$ cat src/mmu_pkg.sv
package mmu_pkg;

    parameter int page_offset_bits = 12;

    typedef logic [31:0] vaddr_t;
    typedef logic [33:0] paddr_t;
    // top bit selects the source, low bits are the sequence count
    typedef logic [2:0]  walk_tag_t;

    typedef struct packed {
        logic [9:0] vpn1;
        logic [9:0] vpn0;
    } vpn_t;

    typedef struct packed {
        logic [11:0] ppn1;
        logic [9:0]  ppn0;
    } ppn_t;

    typedef struct packed {
        ppn_t       ppn;
        logic [1:0] rsw;
        logic       d;
        logic       a;
        logic       g;
        logic       u;
        logic       x;
        logic       w;
        logic       r;
        logic       v;
    } pte_t;

    typedef struct packed {
        logic      valid;
        walk_tag_t tag;
        vaddr_t    vaddr;
    } walk_req_t;

    typedef struct packed {
        logic      valid;
        walk_tag_t tag;
        logic      exception;
        pte_t      pte;
        logic      superpage;
        vaddr_t    vaddr;
    } walk_resp_t;

    typedef struct packed {
        logic valid;
        vpn_t vpn;
        logic superpage;
        ppn_t ppn;
        logic r;
        logic w;
        logic x;
        logic u;
    } tlb_entry_t;

    typedef enum logic [1:0] {IDLE, WALK0, WALK1} miss_state_t;
    typedef enum logic [1:0] {WALK_IDLE, READ1, READ0, DONE} walk_state_t;

    // a superpage passes vpn0 through in place of ppn0
    function automatic paddr_t make_paddr(tlb_entry_t e, vaddr_t va);
        vpn_t vpn;
        vpn = va[31:page_offset_bits];
        return {e.ppn.ppn1, e.superpage ? vpn.vpn0 : e.ppn.ppn0, va[page_offset_bits-1:0]};
    endfunction

    function automatic tlb_entry_t entry_from_resp(walk_resp_t rsp);
        tlb_entry_t e;
        e.valid     = 1'b1;
        e.vpn       = rsp.vaddr[31:page_offset_bits];
        e.superpage = rsp.superpage;
        e.ppn       = rsp.pte.ppn;
        e.r         = rsp.pte.r;
        e.w         = rsp.pte.w;
        e.x         = rsp.pte.x;
        e.u         = rsp.pte.u;
        return e;
    endfunction

    // user mode only, so u is always required
    function automatic logic perm_fault(tlb_entry_t e, logic fetch, logic store);
        logic need;
        need = fetch ? e.x : (store ? e.w : e.r);
        return ~e.u | ~need;
    endfunction

endpackage

$ cat src/tlb_array.sv
`timescale 1ns/1ps

module tlb_array #(
    parameter int TLB_ENTRIES = 8
) (
    input  logic                clk,
    input  logic                rst,
    input  logic                flush,
    input  mmu_pkg::vpn_t       lookup_vpn,
    input  logic                we,
    input  mmu_pkg::tlb_entry_t wentry,
    output logic                hit,
    output mmu_pkg::tlb_entry_t hit_entry
);
    localparam int IDX_W = $clog2(TLB_ENTRIES);

    mmu_pkg::tlb_entry_t    entries [TLB_ENTRIES];
    logic [TLB_ENTRIES-1:0] valid;
    logic [7:0]             lfsr;
    logic [IDX_W-1:0]       victim;
    logic                   free_found;

    // superpage entries compare vpn1 only
    always_comb begin
        hit = 1'b0;
        hit_entry = '0;
        for (int i = 0; i < TLB_ENTRIES; i++) begin
            if (!hit && valid[i] && entries[i].vpn.vpn1 == lookup_vpn.vpn1 &&
                (entries[i].superpage || entries[i].vpn.vpn0 == lookup_vpn.vpn0)) begin
                hit = 1'b1;
                hit_entry = entries[i];
            end
        end
    end

    // first free slot wins over the random pick
    always_comb begin
        victim = lfsr[IDX_W-1:0];
        free_found = 1'b0;
        for (int i = 0; i < TLB_ENTRIES; i++) begin
            if (!free_found && !valid[i]) begin
                free_found = 1'b1;
                victim = IDX_W'(i);
            end
        end
    end

    always_ff @(posedge clk or posedge rst) begin
        if (rst) begin
            valid <= '0;
            lfsr <= 8'h01;
        end else begin
            // galois step, x^8 + x^6 + x^5 + x^4 + 1
            lfsr <= {1'b0, lfsr[7:1]} ^ (lfsr[0] ? 8'hb8 : 8'h00);
            if (flush) begin
                valid <= '0;
            end else if (we && wentry.valid) begin
                valid[victim] <= 1'b1;
            end
        end
    end

    always_ff @(posedge clk) begin
        if (we && !flush) begin
            entries[victim] <= wentry;
        end
    end

endmodule

$ cat src/itlb.sv
`timescale 1ns/1ps

module itlb #(
    parameter int TLB_ENTRIES = 8
) (
    input  logic                  clk,
    input  logic                  rst,
    input  logic                  flush,
    input  logic [1:0]            req,
    input  mmu_pkg::vaddr_t [1:0] vaddr,
    input  logic                  ready,
    input  mmu_pkg::walk_resp_t   resp,
    output mmu_pkg::paddr_t [1:0] paddr,
    output logic                  miss,
    output logic [1:0]            exception,
    output mmu_pkg::walk_req_t    walk_req
);
    mmu_pkg::miss_state_t  state;
    mmu_pkg::tlb_entry_t   hit_entry [2];
    mmu_pkg::tlb_entry_t   refill_entry;
    mmu_pkg::paddr_t [1:0] look_paddr;
    mmu_pkg::paddr_t [1:0] buf_paddr;
    mmu_pkg::vaddr_t [1:0] buf_vaddr;
    mmu_pkg::vaddr_t       walk_vaddr;
    logic [1:0]            hit;
    logic [1:0]            port_miss;
    logic [1:0]            port_exc;
    logic [1:0]            buf_miss;
    logic [1:0]            buf_exc;
    logic [1:0]            seq;
    logic                  walk_valid;
    logic                  miss_end;
    logic                  resp_ok;
    logic                  refill_we;
    logic                  resp_fault;

    // ~~~~~~~~~~~~~~~~~~~~~~~~~~~~~~~~~~~~~~~~~~~~~~~~~~~~~~~~~~~~
    // lookup, one entry store per port, both refilled together
    for (genvar i = 0; i < 2; i++) begin : g_port
        tlb_array #(.TLB_ENTRIES(TLB_ENTRIES)) u_array (
            .clk       (clk),
            .rst       (rst),
            .flush     (flush),
            .lookup_vpn(vaddr[i][31:mmu_pkg::page_offset_bits]),
            .we        (refill_we),
            .wentry    (refill_entry),
            .hit       (hit[i]),
            .hit_entry (hit_entry[i])
        );
        assign look_paddr[i] = mmu_pkg::make_paddr(hit_entry[i], vaddr[i]);
        assign port_exc[i] = req[i] & hit[i] & mmu_pkg::perm_fault(hit_entry[i], 1'b1, 1'b0);
        assign port_miss[i] = req[i] & ~flush & ~hit[i];
        assign paddr[i] = miss_end ? buf_paddr[i] : look_paddr[i];
        assign exception[i] = (state == mmu_pkg::IDLE) & (miss_end ? buf_exc[i] : port_exc[i]);
    end

    assign miss = (state != mmu_pkg::IDLE) | (~miss_end & (|port_miss));

    // ~~~~~~~~~~~~~~~~~~~~~~~~~~~~~~~~~~~~~~~~~~~~~~~~~~~~~~~~~~~~
    // refill, a faulting walk is reported but never cached
    assign resp_ok = resp.valid & (resp.tag[1:0] == seq) & (state != mmu_pkg::IDLE) & ~flush;
    assign refill_we = resp_ok & ~resp.exception;
    assign refill_entry = mmu_pkg::entry_from_resp(resp);
    assign resp_fault = resp.exception | mmu_pkg::perm_fault(refill_entry, 1'b1, 1'b0);

    assign walk_req.valid = walk_valid;
    assign walk_req.tag = {1'b0, seq};
    assign walk_req.vaddr = walk_vaddr;

    always_ff @(posedge clk or posedge rst) begin
        if (rst) begin
            state <= mmu_pkg::IDLE;
            miss_end <= 1'b0;
            walk_valid <= 1'b0;
            seq <= '0;
            buf_miss <= '0;
            buf_exc <= '0;
            buf_paddr <= '0;
            buf_vaddr <= '0;
            walk_vaddr <= '0;
        end else if (flush) begin
            // bump the count so a walk still in flight is dropped
            state <= mmu_pkg::IDLE;
            miss_end <= 1'b0;
            walk_valid <= 1'b0;
            seq <= seq + 2'd1;
        end else begin
            walk_valid <= 1'b0;
            if (miss_end && ready) begin
                miss_end <= 1'b0;
            end
            case (state)
                mmu_pkg::IDLE: begin
                    if (|port_miss && !miss_end) begin
                        buf_miss <= port_miss;
                        buf_vaddr <= vaddr;
                        buf_paddr <= look_paddr;
                        buf_exc <= port_exc;
                        walk_valid <= 1'b1;
                        seq <= seq + 2'd1;
                        state <= port_miss[0] ? mmu_pkg::WALK0 : mmu_pkg::WALK1;
                        walk_vaddr <= port_miss[0] ? vaddr[0] : vaddr[1];
                    end
                end
                mmu_pkg::WALK0: begin
                    if (resp_ok) begin
                        buf_paddr[0] <= mmu_pkg::make_paddr(refill_entry, resp.vaddr);
                        buf_exc[0] <= resp_fault;
                        if (buf_miss[1]) begin
                            state <= mmu_pkg::WALK1;
                            walk_valid <= 1'b1;
                            seq <= seq + 2'd1;
                            walk_vaddr <= buf_vaddr[1];
                        end else begin
                            state <= mmu_pkg::IDLE;
                            miss_end <= 1'b1;
                        end
                    end
                end
                default: begin
                    if (resp_ok) begin
                        buf_paddr[1] <= mmu_pkg::make_paddr(refill_entry, resp.vaddr);
                        buf_exc[1] <= resp_fault;
                        state <= mmu_pkg::IDLE;
                        miss_end <= 1'b1;
                    end
                end
            endcase
        end
    end

endmodule

$ cat src/dtlb.sv
`timescale 1ns/1ps

module dtlb #(
    parameter int TLB_ENTRIES = 8
) (
    input  logic                clk,
    input  logic                rst,
    input  logic                flush,
    input  logic                req,
    input  logic                store,
    input  mmu_pkg::vaddr_t     vaddr,
    input  logic                ready,
    input  mmu_pkg::walk_resp_t resp,
    output mmu_pkg::paddr_t     paddr,
    output logic                miss,
    output logic                exception,
    output mmu_pkg::walk_req_t  walk_req
);
    mmu_pkg::miss_state_t state;
    mmu_pkg::tlb_entry_t  hit_entry;
    mmu_pkg::tlb_entry_t  refill_entry;
    mmu_pkg::paddr_t      buf_paddr;
    mmu_pkg::vaddr_t      walk_vaddr;
    logic                 hit;
    logic                 port_miss;
    logic                 port_exc;
    logic                 buf_exc;
    logic                 buf_store;
    logic [1:0]           seq;
    logic                 walk_valid;
    logic                 miss_end;
    logic                 resp_ok;

    tlb_array #(.TLB_ENTRIES(TLB_ENTRIES)) u_array (
        .clk       (clk),
        .rst       (rst),
        .flush     (flush),
        .lookup_vpn(vaddr[31:mmu_pkg::page_offset_bits]),
        .we        (resp_ok & ~resp.exception),
        .wentry    (refill_entry),
        .hit       (hit),
        .hit_entry (hit_entry)
    );

    assign port_exc = req & hit & mmu_pkg::perm_fault(hit_entry, 1'b0, store);
    assign port_miss = req & ~flush & ~hit;
    assign paddr = miss_end ? buf_paddr : mmu_pkg::make_paddr(hit_entry, vaddr);
    assign exception = (state == mmu_pkg::IDLE) & (miss_end ? buf_exc : port_exc);
    assign miss = (state != mmu_pkg::IDLE) | (~miss_end & port_miss);

    assign resp_ok = resp.valid & (resp.tag[1:0] == seq) & (state != mmu_pkg::IDLE) & ~flush;
    assign refill_entry = mmu_pkg::entry_from_resp(resp);

    assign walk_req.valid = walk_valid;
    assign walk_req.tag = {1'b1, seq};
    assign walk_req.vaddr = walk_vaddr;

    always_ff @(posedge clk or posedge rst) begin
        if (rst) begin
            state <= mmu_pkg::IDLE;
            miss_end <= 1'b0;
            walk_valid <= 1'b0;
            seq <= '0;
            buf_exc <= 1'b0;
            buf_store <= 1'b0;
            buf_paddr <= '0;
            walk_vaddr <= '0;
        end else if (flush) begin
            state <= mmu_pkg::IDLE;
            miss_end <= 1'b0;
            walk_valid <= 1'b0;
            seq <= seq + 2'd1;
        end else begin
            walk_valid <= 1'b0;
            if (miss_end && ready) begin
                miss_end <= 1'b0;
            end
            if (state == mmu_pkg::IDLE) begin
                if (port_miss && !miss_end) begin
                    buf_store <= store;
                    walk_vaddr <= vaddr;
                    walk_valid <= 1'b1;
                    seq <= seq + 2'd1;
                    state <= mmu_pkg::WALK0;
                end
            end else if (resp_ok) begin
                buf_paddr <= mmu_pkg::make_paddr(refill_entry, resp.vaddr);
                buf_exc <= resp.exception | mmu_pkg::perm_fault(refill_entry, 1'b0, buf_store);
                state <= mmu_pkg::IDLE;
                miss_end <= 1'b1;
            end
        end
    end

endmodule

$ cat src/walk_arbiter.sv
`timescale 1ns/1ps

module walk_arbiter (
    input  logic                clk,
    input  logic                rst,
    input  logic                flush,
    input  mmu_pkg::walk_req_t  ireq_walk,
    input  mmu_pkg::walk_req_t  dreq_walk,
    input  logic                walker_ready,
    input  mmu_pkg::walk_resp_t walker_resp,
    output mmu_pkg::walk_req_t  walker_req,
    output mmu_pkg::walk_resp_t iresp,
    output mmu_pkg::walk_resp_t dresp
);
    mmu_pkg::walk_req_t islot;
    mmu_pkg::walk_req_t dslot;
    mmu_pkg::walk_req_t icur;
    mmu_pkg::walk_req_t dcur;
    logic               can_send;
    logic               grant_i;
    logic               grant_d;
    logic               prefer_d;

    // a fresh pulse goes straight through when its slot is empty
    assign icur = ireq_walk.valid ? ireq_walk : islot;
    assign dcur = dreq_walk.valid ? dreq_walk : dslot;

    // walker still shows ready in the cycle it takes a request
    assign can_send = walker_ready & ~walker_req.valid;
    assign grant_i = can_send & icur.valid & (~dcur.valid | ~prefer_d);
    assign grant_d = can_send & dcur.valid & ~grant_i;

    always_ff @(posedge clk or posedge rst) begin
        if (rst) begin
            islot <= '0;
            dslot <= '0;
            walker_req <= '0;
            prefer_d <= 1'b0;
        end else if (flush) begin
            islot.valid <= 1'b0;
            dslot.valid <= 1'b0;
            walker_req.valid <= 1'b0;
        end else begin
            islot <= icur;
            islot.valid <= icur.valid & ~grant_i;
            dslot <= dcur;
            dslot.valid <= dcur.valid & ~grant_d;
            walker_req.valid <= 1'b0;
            if (grant_i) begin
                walker_req <= icur;
                prefer_d <= 1'b1;
            end else if (grant_d) begin
                walker_req <= dcur;
                prefer_d <= 1'b0;
            end
        end
    end

    always_comb begin
        iresp = walker_resp;
        dresp = walker_resp;
        iresp.valid = walker_resp.valid & ~walker_resp.tag[2];
        dresp.valid = walker_resp.valid & walker_resp.tag[2];
    end

endmodule

$ cat src/page_walker.sv
`timescale 1ns/1ps

module page_walker (
    input  logic                clk,
    input  logic                rst,
    input  logic                flush,
    input  mmu_pkg::ppn_t       satp_ppn,
    input  mmu_pkg::walk_req_t  req,
    input  logic                mem_rvalid,
    input  mmu_pkg::pte_t       mem_rdata,
    output logic                ready,
    output mmu_pkg::walk_resp_t resp,
    output logic                mem_req,
    output mmu_pkg::paddr_t     mem_addr
);
    mmu_pkg::walk_state_t state;
    mmu_pkg::walk_resp_t  resp_q;
    mmu_pkg::vpn_t        vpn;
    mmu_pkg::vpn_t        req_vpn;
    logic                 pte_leaf;
    logic                 pte_bad;

    assign vpn = resp_q.vaddr[31:mmu_pkg::page_offset_bits];
    assign req_vpn = req.vaddr[31:mmu_pkg::page_offset_bits];

    // w without r is a reserved encoding
    assign pte_leaf = mem_rdata.r | mem_rdata.x;
    assign pte_bad = ~mem_rdata.v | (mem_rdata.w & ~mem_rdata.r);

    assign ready = (state == mmu_pkg::WALK_IDLE);

    always_comb begin
        resp = resp_q;
        resp.valid = (state == mmu_pkg::DONE);
    end

    // ~~~~~~~~~~~~~~~~~~~~~~~~~~~~~~~~~~~~~~~~~~~~~~~~~~~~~~~~~~~~
    // two-level walk, each read is a request plus one response cycle
    always_ff @(posedge clk or posedge rst) begin
        if (rst) begin
            state <= mmu_pkg::WALK_IDLE;
            mem_req <= 1'b0;
            mem_addr <= '0;
            resp_q <= '0;
        end else begin
            mem_req <= 1'b0;
            if (flush) begin
                state <= mmu_pkg::WALK_IDLE;
            end else begin
                case (state)
                    mmu_pkg::WALK_IDLE: begin
                        if (req.valid) begin
                            resp_q.tag <= req.tag;
                            resp_q.vaddr <= req.vaddr;
                            resp_q.exception <= 1'b0;
                            resp_q.superpage <= 1'b0;
                            // root table base plus vpn1 * 4
                            mem_req <= 1'b1;
                            mem_addr <= {satp_ppn, req_vpn.vpn1, 2'b00};
                            state <= mmu_pkg::READ1;
                        end
                    end
                    mmu_pkg::READ1: begin
                        if (mem_rvalid) begin
                            resp_q.pte <= mem_rdata;
                            if (pte_bad) begin
                                resp_q.exception <= 1'b1;
                                state <= mmu_pkg::DONE;
                            end else if (pte_leaf) begin
                                resp_q.superpage <= 1'b1;
                                state <= mmu_pkg::DONE;
                            end else begin
                                mem_req <= 1'b1;
                                mem_addr <= {mem_rdata.ppn, vpn.vpn0, 2'b00};
                                state <= mmu_pkg::READ0;
                            end
                        end
                    end
                    mmu_pkg::READ0: begin
                        if (mem_rvalid) begin
                            resp_q.pte <= mem_rdata;
                            // no further level below 0
                            resp_q.exception <= pte_bad | ~pte_leaf;
                            state <= mmu_pkg::DONE;
                        end
                    end
                    default: begin
                        state <= mmu_pkg::WALK_IDLE;
                    end
                endcase
            end
        end
    end

endmodule

$ cat src/mmu_top.sv
`timescale 1ns/1ps

module mmu_top #(
    parameter int TLB_ENTRIES = 8
) (
    input  logic                  clk,
    input  logic                  rst,
    input  logic                  flush,
    input  mmu_pkg::ppn_t         satp_ppn,
    input  logic [1:0]            ireq,
    input  mmu_pkg::vaddr_t [1:0] ivaddr,
    input  logic                  iready,
    output mmu_pkg::paddr_t [1:0] ipaddr,
    output logic                  imiss,
    output logic [1:0]            iexception,
    input  logic                  dreq,
    input  logic                  dstore,
    input  mmu_pkg::vaddr_t       dvaddr,
    input  logic                  dready,
    output mmu_pkg::paddr_t       dpaddr,
    output logic                  dmiss,
    output logic                  dexception,
    output logic                  mem_req,
    output mmu_pkg::paddr_t       mem_addr,
    input  logic                  mem_rvalid,
    input  mmu_pkg::pte_t         mem_rdata
);
    mmu_pkg::walk_req_t  iwalk_req;
    mmu_pkg::walk_req_t  dwalk_req;
    mmu_pkg::walk_req_t  walker_req;
    mmu_pkg::walk_resp_t walker_resp;
    mmu_pkg::walk_resp_t iresp;
    mmu_pkg::walk_resp_t dresp;
    logic                walker_ready;

    itlb #(.TLB_ENTRIES(TLB_ENTRIES)) u_itlb (
        .clk, .rst, .flush,
        .req      (ireq),
        .vaddr    (ivaddr),
        .ready    (iready),
        .resp     (iresp),
        .paddr    (ipaddr),
        .miss     (imiss),
        .exception(iexception),
        .walk_req (iwalk_req)
    );

    dtlb #(.TLB_ENTRIES(TLB_ENTRIES)) u_dtlb (
        .clk, .rst, .flush,
        .req      (dreq),
        .store    (dstore),
        .vaddr    (dvaddr),
        .ready    (dready),
        .resp     (dresp),
        .paddr    (dpaddr),
        .miss     (dmiss),
        .exception(dexception),
        .walk_req (dwalk_req)
    );

    walk_arbiter u_arbiter (
        .clk, .rst, .flush,
        .ireq_walk   (iwalk_req),
        .dreq_walk   (dwalk_req),
        .walker_ready(walker_ready),
        .walker_resp (walker_resp),
        .walker_req  (walker_req),
        .iresp       (iresp),
        .dresp       (dresp)
    );

    page_walker u_walker (
        .clk, .rst, .flush,
        .satp_ppn  (satp_ppn),
        .req       (walker_req),
        .mem_rvalid(mem_rvalid),
        .mem_rdata (mem_rdata),
        .ready     (walker_ready),
        .resp      (walker_resp),
        .mem_req   (mem_req),
        .mem_addr  (mem_addr)
    );

endmodule

$ cat config.mk
export PLATFORM = sky130hd
export DESIGN_NAME = mmu_top
export DESIGN_NICKNAME = d
export VERILOG_FILES = /design/src/mmu_pkg.sv /design/src/tlb_array.sv /design/src/itlb.sv /design/src/dtlb.sv /design/src/walk_arbiter.sv /design/src/page_walker.sv /design/src/mmu_top.sv
export SDC_FILE = /design/constraint.sdc
export NUM_CORES = 2
export LEC_CHECK = 0
export BUFFER_PORTS_ARGS = -buffer_cell sky130_fd_sc_hd__buf_2
export CAP_MARGIN = 20
export CORE_UTILIZATION = 25
export CTS_CLUSTER_SIZE = 12
export DETAILED_ROUTE_END_ITERATION = 8
export PLACE_DENSITY = 0.43
export SYNTH_ARGS = -nofsm -noshare
export SYNTH_HDL_FRONTEND = slang
export SYNTH_HIERARCHICAL = 1
export SYNTH_SLANG_ARGS = --single-unit
$ cat constraint.sdc
create_clock -name clk -period 5.1 [get_ports clk]
set_input_delay 0 -clock clk [delete_from_list [all_inputs] [get_ports clk]]
set_output_delay 0 -clock clk [all_outputs]
set_load 0.05 [all_outputs]
==> impl_metrics.py <==
metrics = {
    "clock_network": {
        "h-tree-depth": 4,
        "clock-sinks": 1557,
        "clkTransAtPathRegs_ns": 0.06,
        "post_cts_buffers": 0,
        "cts.path.max_buffers": 3,
        "clk-insertion-delay-late_ns": 0.84,
        "tritoncts": "built",
        "clockRootBuffer": "clkbuf_16",
        "numCtsBuffers": 180,
    },
    "pwr": {
        "power.total_uw": 37030,
        "ir_worst_vdd_mv": 0.3613,
        "p_leak_uw": 0.02869,
        "power-per-cell-area_nw_per_um2": 451.7,
    },
    "routing": {
        "drt-total-wl_mm": 230.9,
        "wl_per_cell_um": 25.88,
        "drc": 0,
        "via_count": 41680,
        "drtIter0Drc": 3598,
        "via_per_inst": 4.671,
        "drtAntennaViolNets": 0,
        "dr.pass1.iters": 5,
    },
    "synthesis": {
        "netlist_area_sq_um": 67980,
        "synthCells": 4693,
        "synth.avg_cell_area_sq_um": 14.48,
        "ys_warn_count": 6,
    },
    "timing": {
        "tightestPinTransition_ns": 1.123,
        "post-route-min-period_ns": 4.835,
        "setup_tns_ns": 0,
        "setup_viol": 0,
        "skew_ns": 0.04785,
        "rsz0062_at_grt": "no",
        "slew_violations": 0,
        "fmax_mhz": 206.8,
        "finalHoldViolations": 0,
        "slew_headroom_pct": 25.14,
        "timing.final.crit_share_pct": 94.80,
        "finalWorstSetupSlack_ns": 0.2651,
    },
    "layout": {
        "final_area_sq_um": 81960,
        "seqCellArea_sq_um": 44430,
        "area_growth_pct": 20.58,
        "fin_cells": 8923,
        "nFillCells": 27070,
        "fin_nets": 5354,
        "multi_input_area_sq_um": 20730,
        "layout-drive-gt1-share_pct": 25.88,
    },
    "grt": {
        "first_global_vias": 42090,
        "grt_util_all_layers_pct": 16.63,
        "grt_pass1_wl_mm": 324.9,
        "overflow": 0,
        "grt_max_degree": 87,
        "antenna_found_initial": 45,
    },
    "setup_path": {
        "arrival_ns": 4.83,
        "r2r_slack_ns": 0.72,
        "cp_data_required_time_ns": 5.10,
        "critPathLaunchType": "flop",
        "endpoint_kind": "output port",
        "ff2ff_path_depth": 11,
        "crit_fanout": 24,
        "setup.worst_path.class": "flop to output port",
    },
    "placement": {
        "place_ws_ns": 0.8569,
        "gp_congestion": 0.7894,
        "portBuffers": 294,
        "dp.cells": 8294,
        "placed_cell_area_sq_um": 73220,
        "hpwl_mm": 151.6,
    },
    "floorplanning": {
        "io_pins": 302,
        "die_x_um": 523.5,
        "start_util_pct": 25.13,
        "chipHeight_um": 523.5,
        "die_area_sq_um": 274000,
        "rows": 191,
        "coreArea_sq_um": 270500,
    },
    "status": {
        "outcome": "finished clean",
    },
    "worst_hold_path": {
        "hp-class": "input pin to asynchronous set/reset pin",
    },
    "run": {
        "maxCapViolCount": 0,
    },
}
## layout by cell type, fill, tap and decap left out, drive strengths merged, types with 73 or more instances in the layout
| cell | n |
|---|---|
| nand2 | 244 |
| o21ai | 82 |
| mux2i | 120 |
| nor2 | 226 |
| dfrtp | 466 |
| inv | 82 |
| clkbuf | 249 |
| a21oi | 73 |
| xnor2 | 331 |
| mux2 | 461 |
| xor2 | 163 |
| o22ai | 79 |
| buf | 492 |
| nand4 | 109 |
| edfxtp | 1088 |
| dlygate4sd3 | 283 |
## worst max-delay path: stages (launching register included)
cell and delay (ns):
edfxtp_1 0.38, xor2_1 0.25, nor4_1 0.13, a41oi_1 0.73, nor2_2 0.09, nor3_2 0.29
buf_4 0.41, nand3_1 0.23, buf_12 0.22, o22ai_1 0.16, nor2_1 0.05, nand2_1 0.20
nand3_1 0.13, o21ai_0 0.17, and2_1 0.24, buf_2 0.30
## through the flow
step	hold WS, ns	utilization [%]
4_1_cts	0.002649	30.27
3_3_place_gp	0.2096	27.05
3_5_place_dp	0.2212	27.07
5_1_grt	0.04906	30.29
6_report	0.06214	30.30
2_1_floorplan	-0.08698	-
## repair_timing
item	4_1_cts	5_1_grt
endpoints found under the hold margin	496	0
setup endpoints to repair	0	6
hold buffers	283	0
gates resized for setup	0	6
## worst paths after layout
path,startpoint,to
min in group clk,dvaddr[1],u_dtlb/walk_vaddr[1]
worst max-delay path,u_itlb/g_port[1].u_array/entries[0][32],iexception[1]
worst max register to register,u_dtlb/u_array/entries[1][34],u_dtlb/walk_vaddr[5]
worst min register to register,u_itlb/g_port[0].u_array/lfsr[3],u_itlb/g_port[0].u_array/lfsr[2]
max in group asynchronous,rst,u_walker/resp[32]
worst min-delay path,rst,u_itlb/buf_vaddr[62]
## flip-flops by register name, summed over array words and instances, names as in the netlist, 34 cells and up
signal and flops:
u_itlb/g_port.u_array/entries 720, u_dtlb/u_array/entries 368, u_itlb/buf_paddr 68, u_walker/resp 63, u_arbiter/dslot 36, u_arbiter/islot 36, u_arbiter/walker_req 36, u_dtlb/buf_paddr 34
## layout make-up
class / instances / area share, %
Sequential cell: 1557 / 54.21
Multi-Input combinational cell: 2599 / 25.30
Timing Repair Buffer: 775 / 7.535
Clock buffer: 249 / 6.060
Tap cell: 3570 / 5.450
Clock inverter: 84 / 1.049
Inverter: 77 / 0.3664
Antenna cell: 12 / 0.03664
## power by group
part           leakage [uW]  switching (uW)  internal [uW]  total [uW]
combinational        0.0104            3860           2380        6240
clock               0.00287            5460           7390       12800
sequential           0.0154            1920          16000       17900
## routing by layer
metal / share of wire, % / track usage, % / up-vias / wire length, um
li1: - / - / 18440 / -
met1: 45 / 22.90 / 21830 / 103800
met2: 48 / 27.71 / 1162 / 111400
met3: 4.9 / 2.167 / 254 / 11210
met4: 1.9 / 3.718 / 0 / 4402
met5: 0 / 0 / - / 0
Note: power is estimated with default switching activity, not from simulation.
